$ cat src/rtl/riscvIsaPkg.sv
package riscvIsaPkg;

   typedef logic [31:0] wordT;
   typedef logic [4:0]  regAddrT;

   // major opcodes
   localparam logic [6:0] opLui    = 7'b0110111;
   localparam logic [6:0] opJal    = 7'b1101111;
   localparam logic [6:0] opJalr   = 7'b1100111;
   localparam logic [6:0] opBranch = 7'b1100011;
   localparam logic [6:0] opLoad   = 7'b0000011;
   localparam logic [6:0] opStore  = 7'b0100011;
   localparam logic [6:0] opImm    = 7'b0010011;
   localparam logic [6:0] opReg    = 7'b0110011;
   localparam logic [6:0] opSystem = 7'b1110011;

   // branch conditions
   localparam logic [2:0] f3Beq = 3'b000;
   localparam logic [2:0] f3Bne = 3'b001;
   localparam logic [2:0] f3Blt = 3'b100;

   // alu funct3, shared by register and immediate forms
   localparam logic [2:0] f3AddSub = 3'b000;
   localparam logic [2:0] f3Sll    = 3'b001;
   localparam logic [2:0] f3Slt    = 3'b010;
   localparam logic [2:0] f3Xor    = 3'b100;
   localparam logic [2:0] f3SrlSra = 3'b101;   // funct7 bit 5 picks sra
   localparam logic [2:0] f3Or     = 3'b110;
   localparam logic [2:0] f3And    = 3'b111;

   localparam wordT instrEbreak = 32'h0010_0073;

   typedef enum logic [3:0] {
      aluAdd   = 4'd0,
      aluSub   = 4'd1,
      aluSll   = 4'd2,
      aluSlt   = 4'd3,
      aluXor   = 4'd4,
      aluSrl   = 4'd5,
      aluSra   = 4'd6,
      aluOr    = 4'd7,
      aluAnd   = 4'd8,
      aluPassB = 4'd9    // lui, immediate straight through
   } aluOpT;

endpackage

$ cat src/rtl/riscvCorePkg.sv
package riscvCorePkg;

   localparam int iAddrBits = 12;   // instruction byte address
   localparam int dAddrBits = 12;   // data word address

   // first fetch after reset
   localparam logic [iAddrBits-1:0] resetPc = '0;

   // where an execute operand comes from
   typedef enum logic [1:0] {
      fwdNone  = 2'd0,   // register file value from decode
      fwdExMem = 2'd1,
      fwdMemWb = 2'd2
   } fwdSelT;

   // writeback value source
   typedef enum logic [1:0] {
      wbAlu  = 2'd0,
      wbMem  = 2'd1,
      wbLink = 2'd2      // pc + 4 of jal / jalr
   } wbSelT;

endpackage

$ cat src/rtl/instrDecode.sv
`timescale 1ns/10ps

module instrDecode (
   input  riscvIsaPkg::wordT    instr,
   output riscvIsaPkg::regAddrT rs1,
   output riscvIsaPkg::regAddrT rs2,
   output riscvIsaPkg::regAddrT rd,
   output riscvIsaPkg::wordT    imm,
   output riscvIsaPkg::aluOpT   aluOp,
   output logic                 srcAPc,
   output logic                 srcBImm,
   output logic                 isBranch,
   output logic                 isJal,
   output logic                 isJalr,
   output logic                 memRead,
   output logic                 memWrite,
   output logic                 regWrite,
   output logic                 isHalt,
   output logic [2:0]           branchFunct,
   output riscvCorePkg::wbSelT  wbSel
);

   logic [6:0] opcode;
   logic [2:0] funct3;
   logic       altFn;      // funct7 bit 5
   logic       writesRd;
   logic       known;
   riscvIsaPkg::wordT immI;

   function automatic riscvIsaPkg::aluOpT aluFromFunct(logic [2:0] f3, logic alt, logic isReg);
      case (f3)
         riscvIsaPkg::f3AddSub: return (isReg && alt) ? riscvIsaPkg::aluSub : riscvIsaPkg::aluAdd;
         riscvIsaPkg::f3Sll:    return riscvIsaPkg::aluSll;
         riscvIsaPkg::f3Slt:    return riscvIsaPkg::aluSlt;
         riscvIsaPkg::f3Xor:    return riscvIsaPkg::aluXor;
         riscvIsaPkg::f3SrlSra: return alt ? riscvIsaPkg::aluSra : riscvIsaPkg::aluSrl;
         riscvIsaPkg::f3Or:     return riscvIsaPkg::aluOr;
         riscvIsaPkg::f3And:    return riscvIsaPkg::aluAnd;
         default:               return riscvIsaPkg::aluAdd;
      endcase
   endfunction

   assign opcode      = instr[6:0];
   assign funct3      = instr[14:12];
   assign altFn       = instr[30];
   assign rd          = instr[11:7];
   assign branchFunct = funct3;
   assign immI        = {{20{instr[31]}}, instr[31:20]};
   assign regWrite    = writesRd && (rd != '0);   // x0 writes dropped here

   always_comb begin
      rs1      = instr[19:15];
      rs2      = '0;          // only set when the format really reads rs2
      imm      = immI;
      aluOp    = riscvIsaPkg::aluAdd;
      srcAPc   = 1'b0;
      srcBImm  = 1'b1;
      isBranch = 1'b0;
      isJal    = 1'b0;
      isJalr   = 1'b0;
      memRead  = 1'b0;
      memWrite = 1'b0;
      writesRd = 1'b0;
      isHalt   = 1'b0;
      known    = 1'b1;
      wbSel    = riscvCorePkg::wbAlu;
      case (opcode)
         riscvIsaPkg::opLui: begin
            rs1      = '0;
            imm      = {instr[31:12], 12'd0};
            aluOp    = riscvIsaPkg::aluPassB;
            writesRd = 1'b1;
         end
         riscvIsaPkg::opJal: begin
            rs1      = '0;
            imm      = {{12{instr[31]}}, instr[19:12], instr[20], instr[30:21], 1'b0};
            srcAPc   = 1'b1;   // alu forms the target
            isJal    = 1'b1;
            writesRd = 1'b1;
            wbSel    = riscvCorePkg::wbLink;
         end
         riscvIsaPkg::opJalr: begin
            isJalr   = 1'b1;
            writesRd = 1'b1;
            wbSel    = riscvCorePkg::wbLink;
         end
         riscvIsaPkg::opBranch: begin
            rs2      = instr[24:20];
            imm      = {{20{instr[31]}}, instr[7], instr[30:25], instr[11:8], 1'b0};
            srcAPc   = 1'b1;
            isBranch = 1'b1;
         end
         riscvIsaPkg::opLoad: begin
            memRead  = 1'b1;
            writesRd = 1'b1;
            wbSel    = riscvCorePkg::wbMem;
         end
         riscvIsaPkg::opStore: begin
            rs2      = instr[24:20];
            imm      = {{20{instr[31]}}, instr[31:25], instr[11:7]};
            memWrite = 1'b1;
         end
         riscvIsaPkg::opImm: begin
            aluOp    = aluFromFunct(funct3, altFn, 1'b0);
            writesRd = 1'b1;
         end
         riscvIsaPkg::opReg: begin
            rs2      = instr[24:20];
            srcBImm  = 1'b0;
            aluOp    = aluFromFunct(funct3, altFn, 1'b1);
            writesRd = 1'b1;
         end
         riscvIsaPkg::opSystem: begin
            rs1    = '0;
            isHalt = (instr == riscvIsaPkg::instrEbreak);
            known  = isHalt;   // no csr support
         end
         default: begin
            rs1   = '0;
            known = 1'b0;
         end
      endcase
   end

   // an all-zero word is what the top feeds in for a bubble
   unknownOpcode: assert final ($isunknown(instr) || instr == '0 || known)
      else $error("unrecognized instruction %h", instr);

endmodule

$ cat src/rtl/forwardUnit.sv
`timescale 1ns/10ps

module forwardUnit (
   input  riscvIsaPkg::regAddrT exRs1,
   input  riscvIsaPkg::regAddrT exRs2,
   input  riscvIsaPkg::regAddrT exMemRd,
   input  riscvIsaPkg::regAddrT memWbRd,
   input  riscvIsaPkg::regAddrT idRs1,
   input  riscvIsaPkg::regAddrT idRs2,
   input  riscvIsaPkg::regAddrT idExRd,
   input  logic                 exMemRegWrite,
   input  logic                 memWbRegWrite,
   input  logic                 idExMemRead,
   output riscvCorePkg::fwdSelT fwdA,
   output riscvCorePkg::fwdSelT fwdB,
   output logic                 bypassA,
   output logic                 bypassB,
   output logic                 loadStall
);

   // youngest producer wins
   function automatic riscvCorePkg::fwdSelT pickSource(riscvIsaPkg::regAddrT rs);
      if (rs == '0)
         return riscvCorePkg::fwdNone;
      if (exMemRegWrite && exMemRd == rs)
         return riscvCorePkg::fwdExMem;
      if (memWbRegWrite && memWbRd == rs)
         return riscvCorePkg::fwdMemWb;
      return riscvCorePkg::fwdNone;
   endfunction

   assign fwdA = pickSource(exRs1);
   assign fwdB = pickSource(exRs2);

   // distance three, register file is written in the same cycle it is read
   assign bypassA = memWbRegWrite && idRs1 != '0 && memWbRd == idRs1;
   assign bypassB = memWbRegWrite && idRs2 != '0 && memWbRd == idRs2;

   assign loadStall = idExMemRead && idExRd != '0 &&
                      (idExRd == idRs1 || idExRd == idRs2);

endmodule

$ cat src/rtl/aluExec.sv
`timescale 1ns/10ps

module aluExec (
   input  riscvIsaPkg::wordT                  rs1Val,
   input  riscvIsaPkg::wordT                  rs2Val,
   input  riscvIsaPkg::wordT                  exMemAlu,
   input  riscvIsaPkg::wordT                  wbVal,
   input  riscvIsaPkg::wordT                  imm,
   input  logic [riscvCorePkg::iAddrBits-1:0] pc,
   input  riscvCorePkg::fwdSelT               fwdA,
   input  riscvCorePkg::fwdSelT               fwdB,
   input  logic                               srcAPc,
   input  logic                               srcBImm,
   input  logic                               isBranch,
   input  logic                               isJal,
   input  logic                               isJalr,
   input  riscvIsaPkg::aluOpT                 aluOp,
   input  logic [2:0]                         branchFunct,
   output riscvIsaPkg::wordT                  aluOut,
   output riscvIsaPkg::wordT                  storeData,
   output logic                               redirect,
   output logic [riscvCorePkg::iAddrBits-1:0] target
);

   riscvIsaPkg::wordT regA, regB, opA, opB;
   logic taken;

   always_comb begin
      case (fwdA)
         riscvCorePkg::fwdExMem: regA = exMemAlu;
         riscvCorePkg::fwdMemWb: regA = wbVal;
         default:                regA = rs1Val;
      endcase
      case (fwdB)
         riscvCorePkg::fwdExMem: regB = exMemAlu;
         riscvCorePkg::fwdMemWb: regB = wbVal;
         default:                regB = rs2Val;
      endcase
   end

   assign storeData = regB;
   assign opA = srcAPc ? riscvIsaPkg::wordT'(pc) : regA;
   assign opB = srcBImm ? imm : regB;

   always_comb begin
      case (aluOp)
         riscvIsaPkg::aluSub:   aluOut = opA - opB;
         riscvIsaPkg::aluSll:   aluOut = opA << opB[4:0];
         riscvIsaPkg::aluSlt:   aluOut = {31'd0, $signed(opA) < $signed(opB)};
         riscvIsaPkg::aluXor:   aluOut = opA ^ opB;
         riscvIsaPkg::aluSrl:   aluOut = opA >> opB[4:0];
         riscvIsaPkg::aluSra:   aluOut = $signed(opA) >>> opB[4:0];
         riscvIsaPkg::aluOr:    aluOut = opA | opB;
         riscvIsaPkg::aluAnd:   aluOut = opA & opB;
         riscvIsaPkg::aluPassB: aluOut = opB;
         default:               aluOut = opA + opB;
      endcase
   end

   // compares run on forwarded registers, the alu is busy with the target
   always_comb begin
      case (branchFunct)
         riscvIsaPkg::f3Beq: taken = (regA == regB);
         riscvIsaPkg::f3Bne: taken = (regA != regB);
         riscvIsaPkg::f3Blt: taken = ($signed(regA) < $signed(regB));
         default:            taken = 1'b0;
      endcase
   end

   assign redirect = isJal || isJalr || (isBranch && taken);
   assign target   = {aluOut[riscvCorePkg::iAddrBits-1:1], 1'b0};   // clears jalr bit 0

endmodule

$ cat src/rtl/riscvTop.sv
`timescale 1ns/10ps

module riscvTop (
   input  logic                               CLK,
   input  logic                               RSTn,
   // instruction memory
   output logic                               I_MEM_CSN,
   input  riscvIsaPkg::wordT                  I_MEM_DI,
   output logic [riscvCorePkg::iAddrBits-1:0] I_MEM_ADDR,   // byte address
   // data memory
   output logic                               D_MEM_CSN,
   input  riscvIsaPkg::wordT                  D_MEM_DI,
   output riscvIsaPkg::wordT                  D_MEM_DOUT,
   output logic [riscvCorePkg::dAddrBits-1:0] D_MEM_ADDR,   // word address
   output logic                               D_MEM_WEN,
   // register file
   output logic                               RF_WE,
   output riscvIsaPkg::regAddrT               RF_RA1,
   output riscvIsaPkg::regAddrT               RF_RA2,
   output riscvIsaPkg::regAddrT               RF_WA1,
   input  riscvIsaPkg::wordT                  RF_RD1,
   input  riscvIsaPkg::wordT                  RF_RD2,
   output riscvIsaPkg::wordT                  RF_WD,
   output logic                               HALT,
   output riscvIsaPkg::wordT                  NUM_INST,
   output riscvIsaPkg::wordT                  OUTPUT_PORT
);

   logic [riscvCorePkg::iAddrBits-1:0] pc, ifIdPc, idExPc, exMemLink, exTarget;
   logic ifIdValid, idExValid, exMemValid, memWbValid;
   logic fetchOff, haltQ, exHalt, flush, exRedirect;
   riscvIsaPkg::wordT ifIdInstr, decInstr;

   // decode outputs
   riscvIsaPkg::regAddrT decRs1, decRs2, decRd;
   riscvIsaPkg::wordT    decImm;
   riscvIsaPkg::aluOpT   decAluOp;
   logic decSrcAPc, decSrcBImm, decIsBranch, decIsJal, decIsJalr;
   logic decMemRead, decMemWrite, decRegWrite, decIsHalt;
   logic [2:0] decBranchFunct;
   riscvCorePkg::wbSelT  decWbSel;

   riscvCorePkg::fwdSelT fwdA, fwdB;
   logic bypassA, bypassB, loadStall;

   // id/ex
   riscvIsaPkg::wordT    idExRs1Val, idExRs2Val, idExImm;
   riscvIsaPkg::regAddrT idExRs1, idExRs2, idExRd;
   riscvIsaPkg::aluOpT   idExAluOp;
   logic idExSrcAPc, idExSrcBImm, idExIsBranch, idExIsJal, idExIsJalr;
   logic idExMemRead, idExMemWrite, idExRegWrite, idExIsHalt;
   logic [2:0] idExBranchFunct;
   riscvCorePkg::wbSelT  idExWbSel;
   riscvIsaPkg::wordT    exAluOut, exStoreData;

   // ex/mem and mem/wb
   riscvIsaPkg::wordT    exMemAlu, exMemStoreData, memResult, memWbVal;
   riscvIsaPkg::regAddrT exMemRd, memWbRd;
   logic exMemMemRead, exMemMemWrite, exMemRegWrite, exMemIsHalt;
   riscvCorePkg::wbSelT  exMemWbSel;
   logic memWbRegWrite, memWbIsHalt;

   assign exHalt = idExValid && idExIsHalt;
   assign flush  = exRedirect || exHalt;   // squash the two younger slots

   always_ff @(posedge CLK) begin
      if (RSTn) begin
         pc <= riscvCorePkg::resetPc;
      end else if (exRedirect) begin
         pc <= exTarget;
      end else if (!loadStall && !fetchOff) begin
         pc <= pc + riscvCorePkg::iAddrBits'(4);
      end
   end

   always_ff @(posedge CLK) begin
      if (RSTn || flush || fetchOff) begin
         ifIdValid <= 1'b0;
      end else if (!loadStall) begin
         ifIdValid <= 1'b1;
      end
   end

   always_ff @(posedge CLK) begin
      if (!loadStall) begin   // held during a load-use stall
         ifIdInstr <= I_MEM_DI;
         ifIdPc    <= pc;
      end
   end

   assign decInstr = ifIdValid ? ifIdInstr : '0;   // bubble decodes to nothing

   instrDecode dec_i (
      .instr       (decInstr),
      .rs1         (decRs1),
      .rs2         (decRs2),
      .rd          (decRd),
      .imm         (decImm),
      .aluOp       (decAluOp),
      .srcAPc      (decSrcAPc),
      .srcBImm     (decSrcBImm),
      .isBranch    (decIsBranch),
      .isJal       (decIsJal),
      .isJalr      (decIsJalr),
      .memRead     (decMemRead),
      .memWrite    (decMemWrite),
      .regWrite    (decRegWrite),
      .isHalt      (decIsHalt),
      .branchFunct (decBranchFunct),
      .wbSel       (decWbSel)
   );

   forwardUnit fwd_i (
      .exRs1         (idExRs1),
      .exRs2         (idExRs2),
      .exMemRd       (exMemRd),
      .memWbRd       (memWbRd),
      .idRs1         (decRs1),
      .idRs2         (decRs2),
      .idExRd        (idExRd),
      .exMemRegWrite (exMemValid && exMemRegWrite),
      .memWbRegWrite (RF_WE),
      .idExMemRead   (idExValid && idExMemRead),
      .fwdA          (fwdA),
      .fwdB          (fwdB),
      .bypassA       (bypassA),
      .bypassB       (bypassB),
      .loadStall     (loadStall)
   );

   always_ff @(posedge CLK) begin
      if (RSTn || flush || loadStall) idExValid <= 1'b0;
      else idExValid <= ifIdValid;
   end

   always_ff @(posedge CLK) begin
      idExPc          <= ifIdPc;
      idExRs1Val      <= bypassA ? RF_WD : RF_RD1;
      idExRs2Val      <= bypassB ? RF_WD : RF_RD2;
      idExImm         <= decImm;
      idExRs1         <= decRs1;
      idExRs2         <= decRs2;
      idExRd          <= decRd;
      idExAluOp       <= decAluOp;
      idExSrcAPc      <= decSrcAPc;
      idExSrcBImm     <= decSrcBImm;
      idExIsBranch    <= decIsBranch;
      idExIsJal       <= decIsJal;
      idExIsJalr      <= decIsJalr;
      idExMemRead     <= decMemRead;
      idExMemWrite    <= decMemWrite;
      idExRegWrite    <= decRegWrite;
      idExIsHalt      <= decIsHalt;
      idExBranchFunct <= decBranchFunct;
      idExWbSel       <= decWbSel;
   end

   aluExec alu_i (
      .rs1Val      (idExRs1Val),
      .rs2Val      (idExRs2Val),
      .exMemAlu    (memResult),   // never a load here, the stall sees to that
      .wbVal       (RF_WD),
      .imm         (idExImm),
      .pc          (idExPc),
      .fwdA        (fwdA),
      .fwdB        (fwdB),
      .srcAPc      (idExSrcAPc),
      .srcBImm     (idExSrcBImm),
      .isBranch    (idExValid && idExIsBranch),
      .isJal       (idExValid && idExIsJal),
      .isJalr      (idExValid && idExIsJalr),
      .aluOp       (idExAluOp),
      .branchFunct (idExBranchFunct),
      .aluOut      (exAluOut),
      .storeData   (exStoreData),
      .redirect    (exRedirect),
      .target      (exTarget)
   );

   always_ff @(posedge CLK) begin
      exMemValid     <= RSTn ? 1'b0 : idExValid;
      exMemAlu       <= exAluOut;
      exMemStoreData <= exStoreData;
      exMemLink      <= idExPc + riscvCorePkg::iAddrBits'(4);
      exMemRd        <= idExRd;
      exMemMemRead   <= idExMemRead;
      exMemMemWrite  <= idExMemWrite;
      exMemRegWrite  <= idExRegWrite;
      exMemIsHalt    <= idExIsHalt;
      exMemWbSel     <= idExWbSel;
   end

   always_comb begin
      case (exMemWbSel)
         riscvCorePkg::wbMem:  memResult = D_MEM_DI;
         riscvCorePkg::wbLink: memResult = riscvIsaPkg::wordT'(exMemLink);
         default:              memResult = exMemAlu;
      endcase
   end

   always_ff @(posedge CLK) begin
      memWbValid    <= RSTn ? 1'b0 : exMemValid;
      memWbVal      <= memResult;
      memWbRd       <= exMemRd;
      memWbRegWrite <= exMemRegWrite;
      memWbIsHalt   <= exMemIsHalt;
   end

   // retire bookkeeping
   always_ff @(posedge CLK) begin
      if (RSTn) begin
         fetchOff <= 1'b0;
         haltQ    <= 1'b0;
         NUM_INST <= '0;
      end else begin
         if (exHalt) fetchOff <= 1'b1;   // ebreak in execute, stop fetching
         if (memWbValid && memWbIsHalt) haltQ <= 1'b1;
         if (memWbValid) NUM_INST <= NUM_INST + 32'd1;
      end
   end

   assign I_MEM_ADDR  = pc;
   assign I_MEM_CSN   = RSTn || fetchOff;
   assign RF_RA1      = decRs1;
   assign RF_RA2      = decRs2;
   assign D_MEM_CSN   = !(exMemValid && (exMemMemRead || exMemMemWrite));
   assign D_MEM_WEN   = !(exMemValid && exMemMemWrite);
   assign D_MEM_ADDR  = exMemAlu[riscvCorePkg::dAddrBits+1:2];
   assign D_MEM_DOUT  = exMemStoreData;
   assign RF_WE       = memWbValid && memWbRegWrite;
   assign RF_WA1      = memWbRd;
   assign RF_WD       = memWbVal;
   assign OUTPUT_PORT = RF_WD;
   assign HALT        = haltQ;

   // nothing may retire once halted
   countFrozen: assert property (@(posedge CLK) disable iff (RSTn)
      HALT |=> $stable(NUM_INST));

endmodule

$ cat config.mk
export PLATFORM = sky130hd
export DESIGN_NAME = riscvTop
export DESIGN_NICKNAME = d
export VERILOG_FILES = /design/src/rtl/riscvIsaPkg.sv /design/src/rtl/riscvCorePkg.sv /design/src/rtl/instrDecode.sv /design/src/rtl/forwardUnit.sv /design/src/rtl/aluExec.sv /design/src/rtl/riscvTop.sv
export SDC_FILE = /design/constraint.sdc
export NUM_CORES = 1
export LEC_CHECK = 0
export BUFFER_PORTS_ARGS = -buffer_cell sky130_fd_sc_hd__buf_2
export CAP_MARGIN = 20
export CORE_MARGIN = 10
export CORE_UTILIZATION = 40
export DETAILED_ROUTE_END_ITERATION = 8
export PLACE_DENSITY = 0.64
export SLEW_MARGIN = 20
export SYNTH_ARGS = -nofsm -noshare
export SYNTH_HDL_FRONTEND = slang
export SYNTH_SLANG_ARGS = --single-unit
$ cat constraint.sdc
create_clock -name CLK -period 6.93 [get_ports CLK]
set_clock_uncertainty 0.1 [all_clocks]
set_input_delay 2.079 -clock CLK [delete_from_list [all_inputs] [get_ports CLK]]
set_output_delay 2.079 -clock CLK [all_outputs]
set_load 0.05 [all_outputs]
* Yosys cells after proc, flatten, opt, wreduce, memory -nomap -nowiden
Cells that the tools add are included.
** Operators by class
- Reductions and logical operators :: 51
- Magnitude comparators :: 2
- Muxes and demuxes :: 53
- $add $sub $neg :: 5
- Equal/unequal tests :: 43
- Shift-type cells :: 3
- Bitwise gates (word level) :: 3
** Operators with widths (count)
- one-hot mux 32 bit (9 select lines) :: 1
- one-hot mux 32 bit (2 select lines) :: 3
- two-way mux 32 bit :: 5
- one-hot mux 31 bit (4 select lines) :: 1
- < comparator 32 bit :: 2
- equality test 5 bit :: 8
- adder 32 x 1 -> 32 bit, second input constant :: 1
- adder 32 bit :: 1
- AND 32 bit :: 1
- equality test 32 x 21 -> 1 bit, second input constant :: 1
- equality test 32 bit :: 1
- inequality test 32 bit :: 1
- bitwise OR 32 bit :: 1
- << shifter 32 x 5 -> 32 bit :: 1
- right shift 32 x 5 -> 32 bit :: 1
- >>> shifter 32 x 5 -> 32 bit :: 1
- subtractor 32 bit :: 1
- XOR 32 bit :: 1
- equality test 7 bit, second input constant :: 4
- one-hot mux 4 bit (7 select lines) :: 1
- two-way mux 2 bit :: 13
- adder 12 x 3 -> 12 bit, second input constant :: 2
- two-way mux 12 bit :: 2
- one-hot mux 4 bit (6 select lines) :: 1
- 27 further kinds :: 105
** Storage, ports and cells
- Logic and storage cells :: 203
- Input bits :: 130
- Output and inout port bits :: 172
- Register bits :: 361

* Depth between registers and ports, before layout
- Depth after elaboration :: 18
- Mapped depth :: 29
- Depth with buffers taken out :: 24

* By module
A second synthesis with hierarchy kept.
** Second synthesis, totals
- Cell total of the unflattened synthesis :: 2873
- Area total of the unflattened synthesis :: 24424.7 um^2
** By module, submodules not included
- aluExec :: area each 12061.6 um^2, times used 1, cells each 1834, seq. area each 0.0 um^2
- riscvTop :: area each 10923.0 um^2, times used 1, cells each 841, seq. area each 7667.4 um^2
- instrDecode :: area each 874.6 um^2, times used 1, cells each 124, seq. area each 0.0 um^2
- forwardUnit :: area each 565.5 um^2, times used 1, cells each 74, seq. area each 0.0 um^2

* Least setup slack after synthesis
Ideal clock, no wire load.
- Path kind :: register to register
- Start :: register memWbRd[3] (netlist: RF_WA1[3])
- End :: register exMemAlu[28]
- Setup time :: 0.072 ns
- Clock period less this slack :: 7.124 ns
- Path buffers :: 6
- Arrival time :: 6.953 ns
- Stages on the path, launching flop included :: 28
- Data required time :: 6.758 ns
- Path slack :: -0.194 ns
- Cells stage by stage :: dfxtp_1 > clkbuf_1 > nand2_1 > a2111o_1 > or4_1 > ha_1 > or2_2 > a21oi_1 > a21o_1 > buf_2 > inv_2 > buf_2 > clkbuf_1 > buf_2 > buf_2 > ha_1 > fa_1 > nand2b_1 > a21oi_1 > a221oi_1 > o221a_2 > o21ai_0 > a2111oi_0 > o21ai_0 > a221oi_1 > nor2_1 > a211oi_1 > a2bb2oi_1
** On the way
- Cells in the longest elaborated chain, start to end :: 13
- Elaborated cells on any way between the ends :: 35
- Those cells by class :: 2 x add/sub; 6 x eq/ne; 3 x shift; 19 x mux; 3 x bitwise; 2 x reduce/logical
** Ends and longest elaborated chain
- start, declared :: RTL line riscvTop.sv:58 : riscvIsaPkg::regAddrT exMemRd, memWbRd;
- start signal, assigned :: RTL line riscvTop.sv:204 : memWbRd <= exMemRd;
- equality test 5 bit :: RTL line forwardUnit.sv:27 : if (memWbRegWrite && memWbRd == rs)
- logical AND 1 bit :: RTL line forwardUnit.sv:27
- two-way mux 1 bit (2 in a row) :: RTL line forwardUnit.sv:27
- two-way mux 1 bit :: RTL line forwardUnit.sv:25 : if (exMemRegWrite && exMemRd == rs)
- two-way mux 2 bit :: RTL line forwardUnit.sv:29 : return riscvCorePkg::fwdNone;
- two-way mux 2 bit :: RTL line forwardUnit.sv:27
- two-way mux 2 bit :: RTL line forwardUnit.sv:25
- equality test 2 bit (tied with other cells) :: RTL line aluExec.sv:29 : case (fwdA)
- one-hot mux 32 bit (2 select lines) (on tied branches) :: RTL line aluExec.sv:29, aluExec.sv:34
- two-way mux 32 bit (on tied branches) :: RTL line aluExec.sv:42, aluExec.sv:43
- adder 32 bit (tied with other cells) :: RTL line aluExec.sv:56 : default: aluOut = opA + opB;
- one-hot mux 32 bit (9 select lines) * :: RTL line aluExec.sv:46 : case (aluOp)
- via alu_i.aluOut[28] :: RTL line aluExec.sv:19 : output riscvIsaPkg::wordT aluOut,
- end signal, assigned :: RTL line riscvTop.sv:182 : exMemAlu <= exAluOut;
- end, declared :: RTL line riscvTop.sv:57 : riscvIsaPkg::wordT exMemAlu, exMemStoreData, memResult, memWbVal;
Mark *: on every way through the listed nets, which the timed path passes. The rest lies on a longest branch. The select of a mux whose other input is x is not followed.
A chain may end at the register's enable or synchronous reset.

* Worst setup path in the final report
- Start :: register idExRs2[0]
- End :: register pc (netlist bit I_MEM_ADDR[4])
** On the way
- Cells in the longest elaborated chain, start to end :: 15
- Elaborated cells on any way between the ends :: 37
- Those cells by class :: 2 x add/sub; 1 x order compare; 6 x eq/ne; 3 x shift; 16 x mux; 3 x bitwise; 6 x reduce/logical
** Ends and longest elaborated chain
- start, declared :: RTL line riscvTop.sv:48 : riscvIsaPkg::regAddrT idExRs1, idExRs2, idExRd;
- start signal, assigned :: RTL line riscvTop.sv:142 : idExRs2 <= decRs2;
- equality test 5 bit :: RTL line forwardUnit.sv:27
- logical AND 1 bit :: RTL line forwardUnit.sv:27
- two-way mux 1 bit (2 in a row) :: RTL line forwardUnit.sv:27
- two-way mux 1 bit :: RTL line forwardUnit.sv:25
- two-way mux 2 bit :: RTL line forwardUnit.sv:29
- two-way mux 2 bit :: RTL line forwardUnit.sv:27
- two-way mux 2 bit * :: RTL line forwardUnit.sv:25
- equality test 2 bit / equality test 2 x 1 -> 1 bit (equally long branches) :: RTL line aluExec.sv:34 : case (fwdB)
- one-hot mux 32 bit (2 select lines) * :: RTL line aluExec.sv:34
- parallel branches: the longest is 5 deep, another holds adder 32 bit
- end signal, assigned :: RTL line riscvTop.sv:68 : pc <= riscvCorePkg::resetPc;
- end signal, assigned :: RTL line riscvTop.sv:70 : pc <= exTarget;
- end signal, assigned :: RTL line riscvTop.sv:72 : pc <= pc + riscvCorePkg::iAddrBits'(4);
- end, declared :: RTL line riscvTop.sv:29 : logic [riscvCorePkg::iAddrBits-1:0] pc, ifIdPc, idExPc, exMemLink, exTarget;
Mark *: on every way between the ends. The select of a mux whose other input is x is not followed.

==> qor.yml <==
syn_to_final_growth_pct: 16.52
swShare_pct: 36.97
cts-root-buf: "clkbuf_16"
cts_tree: "built"
wl_per_cell_um: 29.75
critPathCaptureType: "flip-flop"
p_leak_nw: 12.59
grt_pass1_vias: 24190
path_clk_slew_ns: 0.06
drt_iter0_drc: 3886
drt-pass1-iter-count: 6
clock_sinks: 357
min_period_ns: 6.666
cp_slowest_cell: "nor4_1"
stdcell_count: 4039
cts-htree-levels: 2
numCtsBuffers: 40
p_sw_mw: 2.397
ys_seq_elements: 357
die_x_um: 268.5
yosys_warnings: 0
hold_path.class: "flip-flop to flip-flop"
tightestPinTransition_ns: 1.087
synth_fp_nets: 3232
required_ns: 7.37
dp.cells: 3965
worstSkewPairLatency_ns: 0.61
wl_met3_mm: 14.43
whs_ns: 0.2261
synth-seq-area-share_pct: 30.68
power.total_mw: 6.484
rsz0062_at_grt: "false"
path_class: "flip-flop to flip-flop"
rows: 91
fillers: 6073
slew_headroom_pct: 27.44
core-area_um2: 61370
ys_async_sr_fraction_pct: 0
grt_overflow: 0
die-height_um: 268.5
grt_usage_pct: 32.00
ant_nets: 0
grt_pass1_wl_mm: 171.5
wl_mm: 120.1
hold_viol: 0
initial_core_util_pct: 40.25
avgViaCountPerCell: 6.444
drive_gt1_share_pct: 20.47
max_clock_freq_ghz: 0.1500
p_seq_share_pct: 37.7
ys_types: 102
syn_inst: 2964
setup_viol: 0
antenna_found_initial: 7
drt-met1-wl_mm: 48.34
grt_max_degree: 73
clock_path_buffers: 3
dieArea_um2: 72090
critPathArrivalTime_ns: 7.11
power.internal_mw: 4.087
io_buffers: 300
slowest_delay_ns: 0.62
ir_worst_vdd_uv: 214.6
route.met2.wl_mm: 49.09
place_ws_ns: -0.1424
place_hpwl_mm: 93.47
netlist_area_um2: 24700
num_io_pins: 302
fin_ws_ns: 0.2637
crit_chain: "or4_1 -> nand2_1 -> a2111o_1 -> or4_1 -> ha_1 -> clkinv_1 -> buf_12 -> o21ai_0 -> ha_1 -> nand4_1 -> nor4_1 -> nand3_1 -> a211oi_1 -> o32ai_1 -> mux2_2 -> a211o_1 -> a31oi_1 -> buf_4 -> nor2b_1 -> a32o_1"
vias: 26030
maxCapViolCount: 0
place_congestion: 1.069
hold_buffers: 0
critPathMaxFanout: 27
status: "finished clean"
drc: 0
synth_ff_type: "dfxtp_1"
top_layer: "met5"
startpoint_type: "flip-flop"
clock_power_share_pct: 36.0
p_comb_share_pct: 26.3
syn_area_per_cell_um2: 8.333
fin_nets: 3485
final_max_slew_viol_count: 0
p_per_area_nw_per_um2: 225.3
finalCritPeriodShare_pct: 96.19
synth_edf_count: 43
-- power by group through the flow --
stage               Sequential [mW]  Combinational (mW)  Clock (mW)
detailed placement             2.47                1.65           0
global placement               2.47                1.66           0
finish                         2.44                1.71        2.33
floorplan                      2.52               0.984           0
CTS                            2.43                1.66        2.35
global route                   2.44                1.78        2.43
-- cell usage after synthesis (all sizes together) (26+ instances only) --
master / instances / area share, %
nand2: 207 / 3.1
a21oi: 149 / 3.0
o2111ai: 32 / 1.1
and3: 38 / 0.96
inv: 183 / 2.8
a221oi: 35 / 1.3
clkbuf: 159 / 2.4
nor2: 241 / 3.7
nor3: 64 / 1.3
mux2: 79 / 3.6
a211oi: 52 / 1.6
nand3: 72 / 1.5
a22o: 26 / 0.92
a22oi: 30 / 0.97
nand4: 42 / 1.1
a31oi: 32 / 0.81
ha: 136 / 6.9
o221ai: 40 / 1.4
xnor2: 42 / 1.5
xor2: 44 / 1.6
o21ai: 174 / 3.5
nand2b: 33 / 0.84
a221o: 41 / 1.7
mux2i: 71 / 2.9
edfxtp: 43 / 5.2
nor2b: 28 / 0.71
o211ai: 30 / 0.91
a21o: 39 / 1.2
dfxtp: 314 / 25
and2: 48 / 1.2
buf: 91 / 2.3
-- cells in the final DEF (no fill, tap or decap), drive strengths merged, types with 23 or more instances in the layout --
cell type / count
o2111ai: 32
nor2: 241
buf: 461
a211oi: 52
nand3: 72
nand4: 42
clkbuf: 51
o21a: 25
mux2: 79
inv: 183
a31oi: 32
o211ai: 30
nor3: 64
and3: 38
nand2: 207
a221oi: 35
o221ai: 40
dfxtp: 314
nand2b: 33
mux2i: 71
and2: 48
ha: 136
xnor2: 42
o21ai: 174
a21oi: 149
edfxtp: 43
nor2b: 28
xor2: 44
a21o: 39
or3: 23
a22o: 26
a22oi: 30
o22ai: 25
a221o: 41
-- critical path: cells and delay by family, from the launching register on --
family | cells | cell delay (ns)
AO/OA/AOI/OAI | 7 | 2.27
flip-flops | 1 | 0.39
AND/OR/NAND/NOR | 7 | 1.93
adder cells (fa/ha/maj) | 2 | 0.82
multiplexers | 1 | 0.39
buffers and inverters | 3 | 0.66
-- metrics by stage --
stage                     TNS [ns]  util, %  cell area [um2]
final                            0    46.89            28780
after global routing             0    46.89            28780
after CTS                        0    46.86            28760
after detailed placement   -0.1514    44.53            27330
after global placement    -0.09208    44.53            27330
after floorplan                  0        -            24710
-- path summary, 6_finish.rpt --
path | startpoint | end | slack, ns | cells past startpoint
min | idExWbSel[1]$_DFF_P_ | exMemWbSel[1]$_DFF_P_ | 0.23 | 0
min reg2reg | idExWbSel[1]$_DFF_P_ | exMemWbSel[1]$_DFF_P_ | 0.23 | 0
max | idExRs2[0]$_DFF_P_ | I_MEM_ADDR[4]$_SDFFE_PP0P_ | 0.26 | 20
max reg2reg | idExRs2[0]$_DFF_P_ | I_MEM_ADDR[4]$_SDFFE_PP0P_ | 0.26 | 20
-- registers in the layout, summed over array words and instances, names as in the netlist, 3 cells and up --
name	flops
idExImm	32
ifIdPc	11
D_MEM_DOUT	32
NUM_INST	32
idExRs1	5
idExPc	11
ifIdInstr	32
OUTPUT_PORT	32
exMemRd	5
idExBranchFunct	3
exMemAlu	32
idExAluOp	4
idExRs2	5
idExRs2Val	32
idExRd	5
I_MEM_ADDR	11
idExRs1Val	32
exMemLink	11
RF_WA1	5
-- per-layer routing --
layer	vias to the layer above	track usage (%)
met1	12390	42.51
met4	2	18.61
met5	-	0
met3	358	8.333
met2	1822	46.09
li1	11460	-
-- layout make-up --
| cell class | count | area [um2] | area share (%) |
|---|---|---|---|
| Clock inverter | 22 | 355.3 | 1.235 |
| Clock buffer | 51 | 1072 | 3.726 |
| Tap cell | 790 | 988.4 | 3.435 |
| Multi-Input combinational cell | 2172 | 15320 | 53.25 |
| Antenna cell | 1 | 2.502 | 0.008695 |
| Inverter | 185 | 694.4 | 2.413 |
| Timing Repair Buffer | 461 | 2760 | 9.591 |
| Sequential cell | 357 | 7582 | 26.35 |
-- kinds of logic (layout without fill, tap and decap cells) --
family	after synthesis	count (layout)	share of synthesized area, %
flip-flops	357	357	30.68
multiplexers	157	157	7.118
XOR/XNOR	86	86	3.050
AO/OA/AOI/OAI	926	926	27.44
other	1	2	0.01518
adder cells (fa/ha/maj)	138	138	7.052
buffers and inverters	435	719	7.548
AND/OR/NAND/NOR	864	864	17.10
-- repair_timing --
action,in CTS,in global routing
setup buffers,0,0
setup endpoints to repair,0,8
resized for setup,0,12
(Power assumes the default switching activity.)
